--- config.mk ---
export PLATFORM = sky130hd
export DESIGN_NAME = fxp_divide_top
export DESIGN_NICKNAME = d
export VERILOG_FILES = /design/src/design/div_ctrl_pkg.sv /design/src/design/fxp_format_pkg.sv /design/src/design/fxp_divide_top.sv /design/src/design/div_result_stage.sv /design/src/design/div_nonrestoring_core.sv /design/src/design/div_operand_stage.sv
export SDC_FILE = /design/constraint.sdc
export NUM_CORES = 1
export LEC_CHECK = 0
export BUFFER_PORTS_ARGS = -buffer_cell sky130_fd_sc_hd__buf_2
export CELL_PAD_IN_SITES_DETAIL_PLACEMENT = 1
export CELL_PAD_IN_SITES_GLOBAL_PLACEMENT = 1
export CORE_MARGIN = 1.5
export CORE_UTILIZATION = 40
export CTS_CLUSTER_SIZE = 40
export DETAILED_ROUTE_END_ITERATION = 10
export PLACE_DENSITY = 0.74
export SLEW_MARGIN = 20
export SYNTH_ARGS = -nofsm -noshare
export SYNTH_HDL_FRONTEND = slang
export SYNTH_HIERARCHICAL = 1
export SYNTH_SLANG_ARGS = --single-unit
export TNS_END_PERCENT = 1
--- constraint.sdc ---
create_clock -name clock -period 4.3 [get_ports clock]
set_input_delay 0.43 -clock clock [delete_from_list [all_inputs] [get_ports clock]]
set_output_delay 0.43 -clock clock [all_outputs]
set_load 0.02 [all_outputs]
--- src/design/div_ctrl_pkg.sv ---
`default_nettype none

package div_ctrl_pkg;

    // result status reported with each valid_out
    typedef enum logic [1:0] {
        STATUS_OK       = 2'd0, // plain rounded quotient
        STATUS_DIV_ZERO = 2'd1, // divisor was zero, result saturated
        STATUS_OVERFLOW = 2'd2  // quotient out of range, saturated
    } div_status_t;

    // divider core sequencing
    typedef enum logic [1:0] {
        CORE_IDLE    = 2'd0, // waiting for op_valid
        CORE_ITERATE = 2'd1, // one quotient bit per cycle
        CORE_DONE    = 2'd2  // quotient_mag ready, core_done high
    } core_state_t;

endpackage

`default_nettype wire

--- src/design/fxp_format_pkg.sv ---
`default_nettype none

// default fixed-point format for the divide unit
package fxp_format_pkg;

    // total word width, two's complement
    localparam int DEFAULT_D_WIDTH = 16;

    // fractional bits, must stay below the word width
    localparam int DEFAULT_Q_BITS = 8;

endpackage

`default_nettype wire
--- src/design/fxp_divide_top.sv ---
`timescale 1ns/1ps
`default_nettype none

module fxp_divide_top #(
    parameter int D_WIDTH = fxp_format_pkg::DEFAULT_D_WIDTH,
    parameter int Q_BITS  = fxp_format_pkg::DEFAULT_Q_BITS
) (
    input  logic                       clock,
    input  logic                       reset,
    input  logic                       valid_in,
    input  logic signed [D_WIDTH-1:0]  dividend,
    input  logic signed [D_WIDTH-1:0]  divisor,
    output logic signed [D_WIDTH-1:0]  quotient,
    output div_ctrl_pkg::div_status_t  status,
    output logic                       valid_out,
    output logic                       busy
);

    // widest core the format allows, one bit for the rounding carry
    localparam int ED_WIDTH = D_WIDTH + Q_BITS + 1;

    logic                op_valid;
    logic                negate;
    logic                divisor_zero;
    logic                dividend_neg;
    logic [D_WIDTH-1:0]  dividend_mag;
    logic [D_WIDTH-1:0]  divisor_mag;
    logic                core_done;
    logic [ED_WIDTH-1:0] quotient_mag;

    div_operand_stage #(
        .D_WIDTH (D_WIDTH)
    ) u_operand (
        .clock        (clock),
        .reset        (reset),
        .valid_in     (valid_in),
        .dividend     (dividend),
        .divisor      (divisor),
        .op_release   (valid_out),    // frees the unit on result delivery
        .op_valid     (op_valid),
        .active       (busy),
        .negate       (negate),
        .divisor_zero (divisor_zero),
        .dividend_neg (dividend_neg),
        .dividend_mag (dividend_mag),
        .divisor_mag  (divisor_mag)
    );

    div_nonrestoring_core #(
        .D_WIDTH  (D_WIDTH),
        .Q_BITS   (Q_BITS),
        .ED_WIDTH (ED_WIDTH)
    ) u_core (
        .clock        (clock),
        .reset        (reset),
        .op_valid     (op_valid),
        .dividend_mag (dividend_mag),
        .divisor_mag  (divisor_mag),
        .core_done    (core_done),
        .quotient_mag (quotient_mag)
    );

    div_result_stage #(
        .D_WIDTH  (D_WIDTH),
        .ED_WIDTH (ED_WIDTH)
    ) u_result (
        .clock        (clock),
        .reset        (reset),
        .core_done    (core_done),
        .quotient_mag (quotient_mag),
        .negate       (negate),
        .divisor_zero (divisor_zero),
        .dividend_neg (dividend_neg),
        .quotient     (quotient),
        .status       (status),
        .valid_out    (valid_out)
    );

endmodule

`default_nettype wire

--- src/design/div_result_stage.sv ---
`timescale 1ns/1ps
`default_nettype none

module div_result_stage #(
    parameter int D_WIDTH  = 16,
    parameter int ED_WIDTH = 25
) (
    input  logic                       clock,
    input  logic                       reset,
    input  logic                       core_done,
    input  logic        [ED_WIDTH-1:0] quotient_mag,
    input  logic                       negate,
    input  logic                       divisor_zero,
    input  logic                       dividend_neg,
    output logic signed [D_WIDTH-1:0]  quotient,
    output div_ctrl_pkg::div_status_t  status,
    output logic                       valid_out
);

    localparam logic [D_WIDTH-1:0]  MAX_POS   = {1'b0, {(D_WIDTH-1){1'b1}}};
    localparam logic [D_WIDTH-1:0]  MAX_NEG   = {1'b1, {(D_WIDTH-1){1'b0}}};
    localparam logic [ED_WIDTH-1:0] MAG_LIMIT = ED_WIDTH'(1) << (D_WIDTH - 1); // 2^(D_WIDTH-1)

    logic [D_WIDTH-1:0]        quotient_next;
    div_ctrl_pkg::div_status_t status_next;

    always_comb begin
        if (divisor_zero) begin
            quotient_next = dividend_neg ? MAX_NEG : MAX_POS;
            status_next   = div_ctrl_pkg::STATUS_DIV_ZERO;
        end else if (!negate && quotient_mag >= MAG_LIMIT) begin
            quotient_next = MAX_POS; // above 2^(D_WIDTH-1)-1
            status_next   = div_ctrl_pkg::STATUS_OVERFLOW;
        end else if (negate && quotient_mag > MAG_LIMIT) begin
            quotient_next = MAX_NEG; // -2^(D_WIDTH-1) itself is still exact
            status_next   = div_ctrl_pkg::STATUS_OVERFLOW;
        end else if (negate) begin
            quotient_next = D_WIDTH'(0) - quotient_mag[D_WIDTH-1:0];
            status_next   = div_ctrl_pkg::STATUS_OK;
        end else begin
            quotient_next = quotient_mag[D_WIDTH-1:0];
            status_next   = div_ctrl_pkg::STATUS_OK;
        end
    end

    always_ff @(posedge clock or posedge reset) begin
        if (reset) begin
            quotient  <= '0;
            status    <= div_ctrl_pkg::STATUS_OK;
            valid_out <= 1'b0;
        end else begin
            valid_out <= core_done; // one pulse per division
            if (core_done) begin
                quotient <= quotient_next; // held until the next result
                status   <= status_next;
            end
        end
    end

endmodule

`default_nettype wire

--- src/design/div_nonrestoring_core.sv ---
`timescale 1ns/1ps
`default_nettype none

module div_nonrestoring_core #(
    parameter int D_WIDTH  = 16,
    parameter int Q_BITS   = 8,
    parameter int ED_WIDTH = D_WIDTH + Q_BITS + 1
) (
    input  logic                 clock,
    input  logic                 reset,
    input  logic                 op_valid,
    input  logic [D_WIDTH-1:0]   dividend_mag,
    input  logic [D_WIDTH-1:0]   divisor_mag,
    output logic                 core_done,
    output logic [ED_WIDTH-1:0]  quotient_mag
);

    localparam int CNT_W = $clog2(ED_WIDTH + 1);

    div_ctrl_pkg::core_state_t state;

    logic [CNT_W-1:0]      iter_count;  // iterations completed
    logic [2*ED_WIDTH:0]   acc;         // {remainder, quotient}
    logic [2*ED_WIDTH:0]   acc_next;
    logic [ED_WIDTH:0]     divisor_ext; // divisor at remainder width
    logic [ED_WIDTH:0]     rem_step;
    logic [ED_WIDTH:0]     rem_final;
    logic [ED_WIDTH-1:0]   preload;
    logic                  last_iter;

    // divisor_mag stays stable while the operand stage is active
    assign divisor_ext = (ED_WIDTH + 1)'(divisor_mag);

    // scaled dividend plus half divisor gives round-to-nearest on truncation
    assign preload = (ED_WIDTH'(dividend_mag) << Q_BITS) + ED_WIDTH'(divisor_mag >> 1);

    assign last_iter = (iter_count == CNT_W'(ED_WIDTH - 1));

    always_comb begin
        // shifted remainder, then add or subtract by the old remainder sign
        if (acc[2*ED_WIDTH]) begin
            rem_step = acc[2*ED_WIDTH-1:ED_WIDTH-1] + divisor_ext;
        end else begin
            rem_step = acc[2*ED_WIDTH-1:ED_WIDTH-1] - divisor_ext;
        end

        // final correction leaves a non-negative remainder
        if (last_iter && rem_step[ED_WIDTH]) begin
            rem_final = rem_step + divisor_ext;
        end else begin
            rem_final = rem_step;
        end

        acc_next = {rem_final, acc[ED_WIDTH-2:0], ~rem_step[ED_WIDTH]}; // new quotient bit
    end

    always_ff @(posedge clock or posedge reset) begin
        if (reset) begin
            state      <= div_ctrl_pkg::CORE_IDLE;
            iter_count <= '0;
        end else begin
            case (state)
                div_ctrl_pkg::CORE_IDLE: begin
                    iter_count <= '0;
                    if (op_valid) begin
                        state <= div_ctrl_pkg::CORE_ITERATE;
                    end
                end
                div_ctrl_pkg::CORE_ITERATE: begin
                    iter_count <= iter_count + 1'b1;
                    if (last_iter) begin
                        state <= div_ctrl_pkg::CORE_DONE;
                    end
                end
                div_ctrl_pkg::CORE_DONE: begin
                    state <= div_ctrl_pkg::CORE_IDLE; // single done cycle
                end
                default: begin
                    state <= div_ctrl_pkg::CORE_IDLE;
                end
            endcase
        end
    end

    always_ff @(posedge clock) begin
        if (state == div_ctrl_pkg::CORE_IDLE && op_valid) begin
            acc <= {(ED_WIDTH + 1)'(0), preload};
        end else if (state == div_ctrl_pkg::CORE_ITERATE) begin
            acc <= acc_next;
        end
    end

    assign core_done    = (state == div_ctrl_pkg::CORE_DONE);
    assign quotient_mag = acc[ED_WIDTH-1:0];

endmodule

`default_nettype wire

--- src/design/div_operand_stage.sv ---
`timescale 1ns/1ps
`default_nettype none

module div_operand_stage #(
    parameter int D_WIDTH = 16
) (
    input  logic                       clock,
    input  logic                       reset,
    input  logic                       valid_in,
    input  logic signed [D_WIDTH-1:0]  dividend,
    input  logic signed [D_WIDTH-1:0]  divisor,
    input  logic                       op_release,
    output logic                       op_valid,
    output logic                       active,
    output logic                       negate,
    output logic                       divisor_zero,
    output logic                       dividend_neg,
    output logic        [D_WIDTH-1:0]  dividend_mag,
    output logic        [D_WIDTH-1:0]  divisor_mag
);

    logic capture;

    assign capture = valid_in && !active; // new operands only when idle

    always_ff @(posedge clock or posedge reset) begin
        if (reset) begin
            active   <= 1'b0;
            op_valid <= 1'b0;
        end else begin
            op_valid <= capture; // one-cycle start strobe to the core
            if (capture) begin
                active <= 1'b1;
            end else if (op_release) begin
                active <= 1'b0; // result delivered
            end
        end
    end

    // operand payload, held until the next capture
    always_ff @(posedge clock) begin
        if (capture) begin
            // unsigned magnitudes, so the most negative word maps to 2^(D_WIDTH-1)
            dividend_mag <= dividend[D_WIDTH-1] ? (D_WIDTH'(0) - $unsigned(dividend))
                                                : $unsigned(dividend);
            divisor_mag  <= divisor[D_WIDTH-1] ? (D_WIDTH'(0) - $unsigned(divisor))
                                               : $unsigned(divisor);
            negate       <= dividend[D_WIDTH-1] ^ divisor[D_WIDTH-1]; // signs differ
            divisor_zero <= (divisor == '0);
            dividend_neg <= dividend[D_WIDTH-1]; // picks saturation side on div by zero
        end
    end

endmodule

`default_nettype wire

### After elaboration in Yosys (flattened, before gate mapping)

Index checks and enable logic that the tools add are counted.

* $add $sub $neg: 8
* order comparisons: 2
* equal/unequal tests: 5
* multiplexer cells: 20
* bitwise logic cells: 2
* reductions and logical operators: 13

Operator list (number)
* $mux 16: 5
* $add 26x16->26: 2
* $mux 26: 2
* $mux 25: 2
* $sub 1x16->16 const A: 3
* $mux 15: 2
* $sub 26x16->26: 1
* $add 24x15->25: 1
* $ge 25x16->1 const B: 1
* $gt 25x16->1 const B: 1
* $logic_not 16->1: 1
* $mux 2: 5
* $pmux 5 s2: 1
* $reduce_bool 2->1: 3
* $add 5x1->5 const B: 1
* $eq 5x5->1 const B: 1
* $logic_and 1x1->1: 5
* $pmux 2 s2: 1
* $eq 2x1->1 const B: 1
* $eq 2x2->1 const B: 1
* $logic_not 1->1: 2
* $logic_not 2->1: 1
* $mux 1: 2
* $ne 2x1->1 const B: 1
* other kinds (4): 4

* bits in registers: 114
* bits of input ports: 35
* output and inout port bits: 20
* logic and storage cells: 66

### Logic depth before layout (Yosys ltp)

Gate-level depths: netlist (run 1).

* depth in word-level cells: 5
* depth in mapped cells: 23
* depth with buffers taken out: 22

### Cells and area by module

The synthesis (run 1) kept the hierarchy.

By module, submodules not included
* div_nonrestoring_core: times used 1, cells each 723, area an instance 5849.4 sq um, seq. area each 1446.4 sq um
* div_operand_stage: times used 1, cells each 127, area an instance 1760.4 sq um, seq. area each 1101.1 sq um
* div_result_stage: times used 1, cells each 124, area an instance 1171.1 sq um, seq. area each 475.5 sq um

### Worst setup path before layout (run 1)

No wires, ideal clock.

* kind: reg2reg
* start point: register u_operand.divisor_mag[5]
* end point: register u_core.acc[49]
* library setup time: 62 ps
* data arrival time: 4201 ps
* setup slack: 37 ps
* cell stages (with the launch flop): 22
* clock period less this slack: 4263 ps
* path through: edfxtp_1 -> nor4_4 -> nand2_1 -> nor2_1 -> a21oi_1 -> xor2_1 -> ha_1 -> buf_2 -> a21oi_1 -> o21ai_0 -> a31oi_1 -> nor3_1 -> or2_2 -> xor2_1 -> ha_1 -> a211oi_1 -> nand2_1 -> a21oi_1 -> nor3b_1 -> nand3_1 -> or4_1 -> nand3_1

* word-level cells in the longest chain between the ends: 4
* elaborated cells on any way between the ends: 6

Ends and longest elaborated chain
* start, declared: line div_operand_stage.sv:19 `output logic [D_WIDTH-1:0] divisor_mag`
* start signal, assigned: line div_operand_stage.sv:46 `divisor_mag <= divisor[D_WIDTH-1] ? (D_WIDTH'(0) - $unsigned(divisor))`
* $sub 26x16->26 or $add 26x16->26 (tied branches): line div_nonrestoring_core.sv:44, div_nonrestoring_core.sv:42
* $mux 26: line div_nonrestoring_core.sv:41 `if (acc[2*ED_WIDTH]) begin`
* $add 26x16->26 or $logic_and 1x1->1 (tied branches): line div_nonrestoring_core.sv:49, div_nonrestoring_core.sv:48
* $mux 26 (*): line div_nonrestoring_core.sv:48 `if (last_iter && rem_step[ED_WIDTH]) begin`
* end signal, assigned: line div_nonrestoring_core.sv:87 `acc <= {(ED_WIDTH + 1)'(0), preload};`
* end signal, assigned: line div_nonrestoring_core.sv:89 `acc <= acc_next;`
* end, declared: line div_nonrestoring_core.sv:23 `logic [2*ED_WIDTH:0] acc;`

Every way passes the cells marked *; elsewhere a longest branch is shown, timed or not.
A chain may end at the register's enable or synchronous reset.

### Final worst setup path (run 1)

* start point: register u_operand.divisor_mag[5]
* end point: register u_core.acc[47]

Same word-level chain as after synthesis.

==> flow_metrics.py, run 1 <==
metrics = {
    "floorplanning": {
        "core_region_area_um2": 21700,
        "dieArea_um2": 22900,
        "rows": 54,
        "ios": 55,
        "die_x_um": 151,
        "die_h_um": 151,
        "initial_utilization": 0.405,
    },
    "placed_design": {
        "gp_congestion": 0.930,
        "port_buffers": 54,
        "hpwl_um": 21200,
    },
    "synthesis": {
        "synth.top_cell.area_share": 0.205,
        "synth-seq-cells": 114,
        "syn_nets": 1069,
        "yosysSeqAreaShare": 0.344,
        "synth_area_um2": 8780,
        "synth_top_area_cell": "edfxtp_1",
        "synth_most_common_cell": "nand2_1",
        "async_flop_share": 0.246,
        "synth-edff-count": 60,
        "synth_cells": 974,
        "synth_cell_types": 89,
        "yosys_warnings": 6,
        "synth.avg_cell_area_um2": 9.02,
        "synth_top_flop_cell": "edfxtp_1",
        "yosys-top-cells-count": "104 x nand2_1, 67 x o21ai_0, 66 x nor2_1",
        "synthTopCellsByArea": "edfxtp_1 21%, ha_1 8.1%, dfrtp_1 8.0%, xnor2_1 6.3%, dfxtp_1 5.9%",
    },
    "sta": {
        "setup_viol": 26,
        "hold_viol": 0,
        "slew_headroom": 0.296,
        "period_share": 1.12,
        "skew_ns": 0.0151,
        "maxSlewViolCount": 0,
        "max_freq_mhz": 207,
        "fin_ws_ns": -0.532,
        "min_period_ns": 4.83,
        "tightest_slew_ns": 1.05,
        "rsz0062_at_grt": "true",
    },
    "detailed_routing": {
        "wire_per_inst_um": 23.1,
        "vias": 8602,
        "drt_iter0_drc": 734,
        "drt-total-wl_um": 33500,
        "drc": 0,
        "drtAntennaViolNets": 0,
        "via_per_inst": 5.94,
        "dr.pass1.iters": 5,
    },
    "grt": {
        "overflow": 0,
        "grt_pass1_wl_um": 48100,
        "grt_pass1_vias": 8849,
        "grt_use_total": 0.280,
        "antenna_found_initial": 0,
        "grt_max_degree": 37,
    },
    "worst_setup_path": {
        "r2r_cells": 22,
        "timing.rr.end": "u_core/acc[47]",
        "cp.arrival_ns": 5.16,
        "crit_buf_inv": 3,
        "critPathKind": "flip-flop to flip-flop",
        "cpPeakStageDelay_ns": 0.44,
        "cp_top_family": "compound AO/OA/AOI/OAI gates",
        "worstPathCellList": "nor4_4, nand2_2, nor2_4, buf_4, a21oi_2, xor2_1, ha_4, a21oi_2, o21ai_1, a31oi_2, xnor2_2, ha_2, a21o_4, a2111oi_4, buf_4, nor3_4, a21oi_2, nor3b_2, buf_4, nand4_1, xnor2_1, a22o_1",
        "r2r_start": "u_operand/divisor_mag[5]",
        "end_kind": "flip-flop",
        "worstPathRequired_ns": 4.63,
        "slowest_stage": "edfxtp_1",
        "path_max_fanout": 5,
        "r2r_slack_ns": -0.53,
        "critPathLaunchType": "flip-flop",
    },
    "clocking": {
        "numCtsBuffers": 17,
        "cts_sinks": 114,
        "insertion_delay_ns": 0.44,
        "h-tree-depth": 4,
        "path_clk_slew_ns": 0.06,
        "cts_root_buffer": "clkbuf_16",
        "ctsLongestPathBuffers": 2,
        "cts_tree": "done",
    },
    "outcome": {
        "status": "finished with violations",
        "violations": "negative setup slack",
    },
    "job": {
        "drv_cap": 0,
    },
    "layout": {
        "n_antenna_cell": 0,
        "postLayoutCoreUtil": 0.529,
        "drive_above_1_share": 0.301,
        "fin_nets": 1249,
        "area_growth_pct": 30.7,
    },
    "worst_hold_path": {
        "hold_end": "u_operand/dividend_mag[0]",
        "holdPathStages": 1,
        "min_from": "dividend[0]",
        "hold_path_class": "input port to flip-flop",
    },
}
## state kept, by name, summed over array words and instances (netlist names), 2 cells and up
name and cells:
u_core/acc 51, u_operand/dividend_mag 16, u_operand/divisor_mag 16, u_result/quotient 16
u_core/iter_count 5, u_core/state 2, u_result/status 2
## per-layer routing
metal  GRT usage  vias up  wire [µm]
met5           0        -          0
met4       0.147        0       1930
met3      0.0491      130       1760
met2       0.473      344      16200
met1       0.340     4260      13500
li1            -     3868          -
## worst reg2reg max path, cell delays in order, from the launching register on
cell and delay (ns):
edfxtp_1 0.44, nor4_4 0.43, nand2_2 0.17, nor2_4 0.14, buf_4 0.15, a21oi_2 0.07, xor2_1 0.26, ha_4 0.28
a21oi_2 0.19, o21ai_1 0.12, a31oi_2 0.25, xnor2_2 0.22, ha_2 0.38, a21o_4 0.24, a2111oi_4 0.30, buf_4 0.22
nor3_4 0.05, a21oi_2 0.21, nor3b_2 0.08, buf_4 0.17, nand4_1 0.10, xnor2_1 0.07, a22o_1 0.19
## how the worst max path moves through the flow
stage,to,cells past startpoint,start
after floorplan,u_core/acc[49],21,u_operand/divisor_mag[5]
after global placement,u_core/acc[44],22,u_operand/divisor_mag[3]
after detailed placement,u_core/acc[44],22,u_operand/divisor_mag[3]
after CTS,u_core/acc[49],21,u_operand/divisor_mag[2]
after global routing,u_core/acc[45],22,u_operand/divisor_mag[5]
final,u_core/acc[47],22,u_operand/divisor_mag[5]
## what timing repair did
item,in CTS,in global routing
gates resized for setup,43,40
pin swaps,37,27
hold buffers,1,0
endpoints found under the setup margin,17,26
endpoints found under the hold margin,9,0
setup buffers,16,9
## cell type report
class	count	area (µm²)
fillers	2484	10200
multi-input cells	764	5690
flip-flops and latches	114	3020
repair buffers	217	1560
clock buffers	17	425
well taps	280	350
clock inverters	15	278
inverters	40	150
## cell usage in the layout, fill, tap and decap left out, drive strengths merged, types with 16 or more instances in the layout
cell    netlist  final
dfrtp        28     28
buf          37    216
o22ai        17     17
xnor2        63     63
inv          40     43
a21oi        61     61
nand2b       16     16
nor3         22     22
xor2         44     44
nand3        32     32
dfxtp        26     26
o21ai        85     85
nor2         66     66
clkbuf       18     17
edfxtp       60     60
nand2       105    105
ha           57     57
## cell families (layout without fill, tap and decap cells)
kind of cell | count (synthesis) | after routing | synth area share
AOI/OAI and AO/OA | 265 | 265 | 0.197
xor gates and xnor gates | 107 | 107 | 0.107
adders and majority gates | 60 | 60 | 0.0881
buffers and inverters | 96 | 289 | 0.0567
DFF | 114 | 114 | 0.344
muxes | 17 | 17 | 0.0197
and+or+nand+nor | 315 | 315 | 0.187
## stage by stage
| stage | hold WS (ns) | setup WS (ns) | instance area [µm²] | cells | setup TNS [ns] |
|---|---|---|---|---|---|
| final | 0.242 | -0.532 | 11500 | 1447 | -6.97 |
| after floorplan | 0.171 | 0.0373 | 8780 | 974 | 0 |
| after global placement | 0.307 | -0.271 | 10100 | 1388 | -2.51 |
| after global routing | 0.251 | -0.612 | 11500 | 1447 | -10.29 |
| after CTS | 0.249 | -0.179 | 11200 | 1437 | -1.22 |
| after detailed placement | 0.306 | -0.444 | 10100 | 1388 | -4.25 |
Power of run 1 is left out: the tool's default activity adds up to more than one toggle a clock period on the data nets, which glitch-free logic cannot reach.
==> run 2: changes to the inputs <==
- PLACE_DENSITY: 0.74 -> 0.72
- clock period: 4.3 -> 5.6 ns (I/O delays scaled with it)
==> flow_metrics.py, run 2 (same netlist as run 1, synthesis figures left out) <==
metrics = {
    "detailed_routing": {
        "drc": 0,
        "drtAntennaViolNets": 0,
        "wire_per_inst_um": 19.2,
        "drt-total-wl_um": 24900,
        "drt_iter0_drc": 421,
        "via_per_inst": 5.64,
        "dr.pass1.iters": 5,
        "vias": 7314,
    },
    "sta": {
        "skew_ns": 0.0115,
        "rsz0062_at_grt": "false",
        "setup_viol": 0,
        "tightest_slew_ns": 1.04,
        "slew_headroom": 0.307,
        "period_share": 0.942,
        "hold_viol": 0,
        "maxSlewViolCount": 0,
        "min_period_ns": 5.27,
        "tns_ns": 0,
        "max_freq_mhz": 190,
    },
    "layout": {
        "area_growth_pct": 10.6,
        "final_common_cell": "nand2_1",
        "top_register": "u_core/acc",
        "drive_above_1_share": 0.134,
        "largest_reg_flops": 51,
        "n_antenna_cell": 0,
        "final_cell_mix": "104 x nand2_1, 67 x o21ai_0, 65 x nor2_1, 63 x xnor2_1",
        "postLayoutCoreUtil": 0.448,
        "fin_nets": 1098,
    },
    "floorplanning": {
        "die_x_um": 151,
        "die_h_um": 151,
        "dieArea_um2": 22900,
        "initial_utilization": 0.405,
        "core_region_area_um2": 21700,
        "rows": 54,
        "ios": 55,
    },
    "clocking": {
        "cts_tree": "done",
        "insertion_delay_ns": 0.42,
        "cts_setup_buffers": 0,
        "numCtsBuffers": 17,
        "ctsLongestPathBuffers": 2,
        "h-tree-depth": 4,
        "cts_sinks": 114,
        "cts_root_buffer": "clkbuf_16",
        "path_clk_slew_ns": 0.06,
    },
    "worst_setup_path": {
        "path_max_fanout": 8,
        "critical_path.most_common_cell": "a21oi_1",
        "crit_buf_inv": 0,
        "cp_top_family": "simple AND/OR/NAND/NOR gates",
        "end_kind": "flip-flop",
        "worstPathCellList": "nor4_4, nand2_1, nor2_1, a21oi_1, xor2_1, ha_1, a21oi_1, o21ai_0, a31oi_1, xnor2_1, ha_1, a21o_1, nor4_1, o21a_1, nor3_2, a21oi_1, nor3b_1, nand3_1, or4_1, nand3_1",
        "cpPeakStageDelay_ns": 0.52,
        "cp.arrival_ns": 5.63,
        "critPathLaunchType": "flip-flop",
        "startpoint": "u_operand/divisor_mag[5]",
        "r2r_slack_ns": 0.33,
        "slowest_stage": "or4_1",
        "r2r_start": "u_operand/divisor_mag[5]",
        "worstPathRequired_ns": 5.96,
        "critPathKind": "flip-flop to flip-flop",
    },
    "placed_design": {
        "gp_congestion": 0.923,
        "hpwl_um": 19100,
        "port_buffers": 54,
    },
    "outcome": {
        "status": "completed",
    },
    "grt": {
        "antenna_found_initial": 1,
        "overflow": 0,
        "grt_max_degree": 43,
        "grt_pass1_vias": 7416,
        "grt_use_total": 0.228,
        "grt_pass1_wl_um": 40000,
    },
    "pwr": {
        "p_comb_frac": 0.685,
        "leakagePower_nw": 3.93,
        "netSwitchingFraction": 0.488,
        "clockPowerShare": 0.144,
        "p_int_mw": 3.49,
        "power_switching_mw": 3.33,
        "powerDensity_nw_per_um2": 703,
        "ir_drop_mv": 0.329,
        "p_seq_frac": 0.171,
    },
    "worst_hold_path": {
        "hold_path_class": "input port to flip-flop",
        "min_from": "dividend[0]",
    },
    "job": {
        "drv_cap": 0,
    },
}
==> run 2: cell count changes in the layout (fill, tap and decap cells not counted), sizes merged <==
cell,before,now
buf,216,65
bufinv,7,0
clkbuf,17,23
clkinv,5,8
inv,43,41
==> run 2: repair_timing <==
action	CTS	global route
hold buffers	1	0
resized for setup	0	0
hold endpoints to repair	2	0
==> run 2: path summary, 6_finish.rpt <==
check | cells after the start | endpoint
max | 20 | u_core/acc[49]
min in group asynchronous | 3 | u_operand/active
min | 1 | u_operand/dividend_mag[0]
max in group asynchronous | 3 | u_result/quotient[5]
min reg2reg | 1 | u_operand/active
max reg2reg | 20 | u_core/acc[49]
==> run 2: power groups by stage <==
| stage | Clock, mW | Combinational [mW] | Sequential, mW |
|---|---|---|---|
| 2_1_floorplan | 0 | 3.58 | 1.12 |
| 3_3_place_gp | 0 | 4.49 | 1.18 |
| 3_5_place_dp | 0 | 4.56 | 1.18 |
| 4_1_cts | 1.00 | 4.61 | 1.17 |
| 5_1_grt | 1.04 | 5.14 | 1.19 |
| 6_report | 0.983 | 4.67 | 1.17 |
==> run 2: through the flow <==
stage	setup slack [ns]	hold WS, ns	power [mW]	std cells	area (µm²)
after floorplan	1.34	0.301	4.69	974	8780
after global placement	0.574	0.436	5.67	1262	9140
after detailed placement	0.463	0.434	5.75	1262	9140
after CTS	0.431	0.375	6.78	1295	9680
after global routing	0.100	0.386	7.36	1296	9710
final	0.327	0.383	6.83	1296	9710
==> run 2: layout make-up <==
cell class              count  area (µm²)
clock buffers              23         468
clock inverters             9        61.3
fillers                  2533       12000
inverters                  40         150
multi-input cells         764        5280
flip-flops and latches    114        3020
well taps                 280         350
repair buffers             66         383
==> run 2: routing by layer <==
layer / global-route usage / vias up / wire length (µm)
met5: 0 / - / 0
met4: 0.0670 / 0 / 430
met2: 0.356 / 155 / 11100
met3: 0.0313 / 33 / 989
li1: - / 3565 / -
met1: 0.328 / 3561 / 12400
Power figures use the tool's default switching activity.
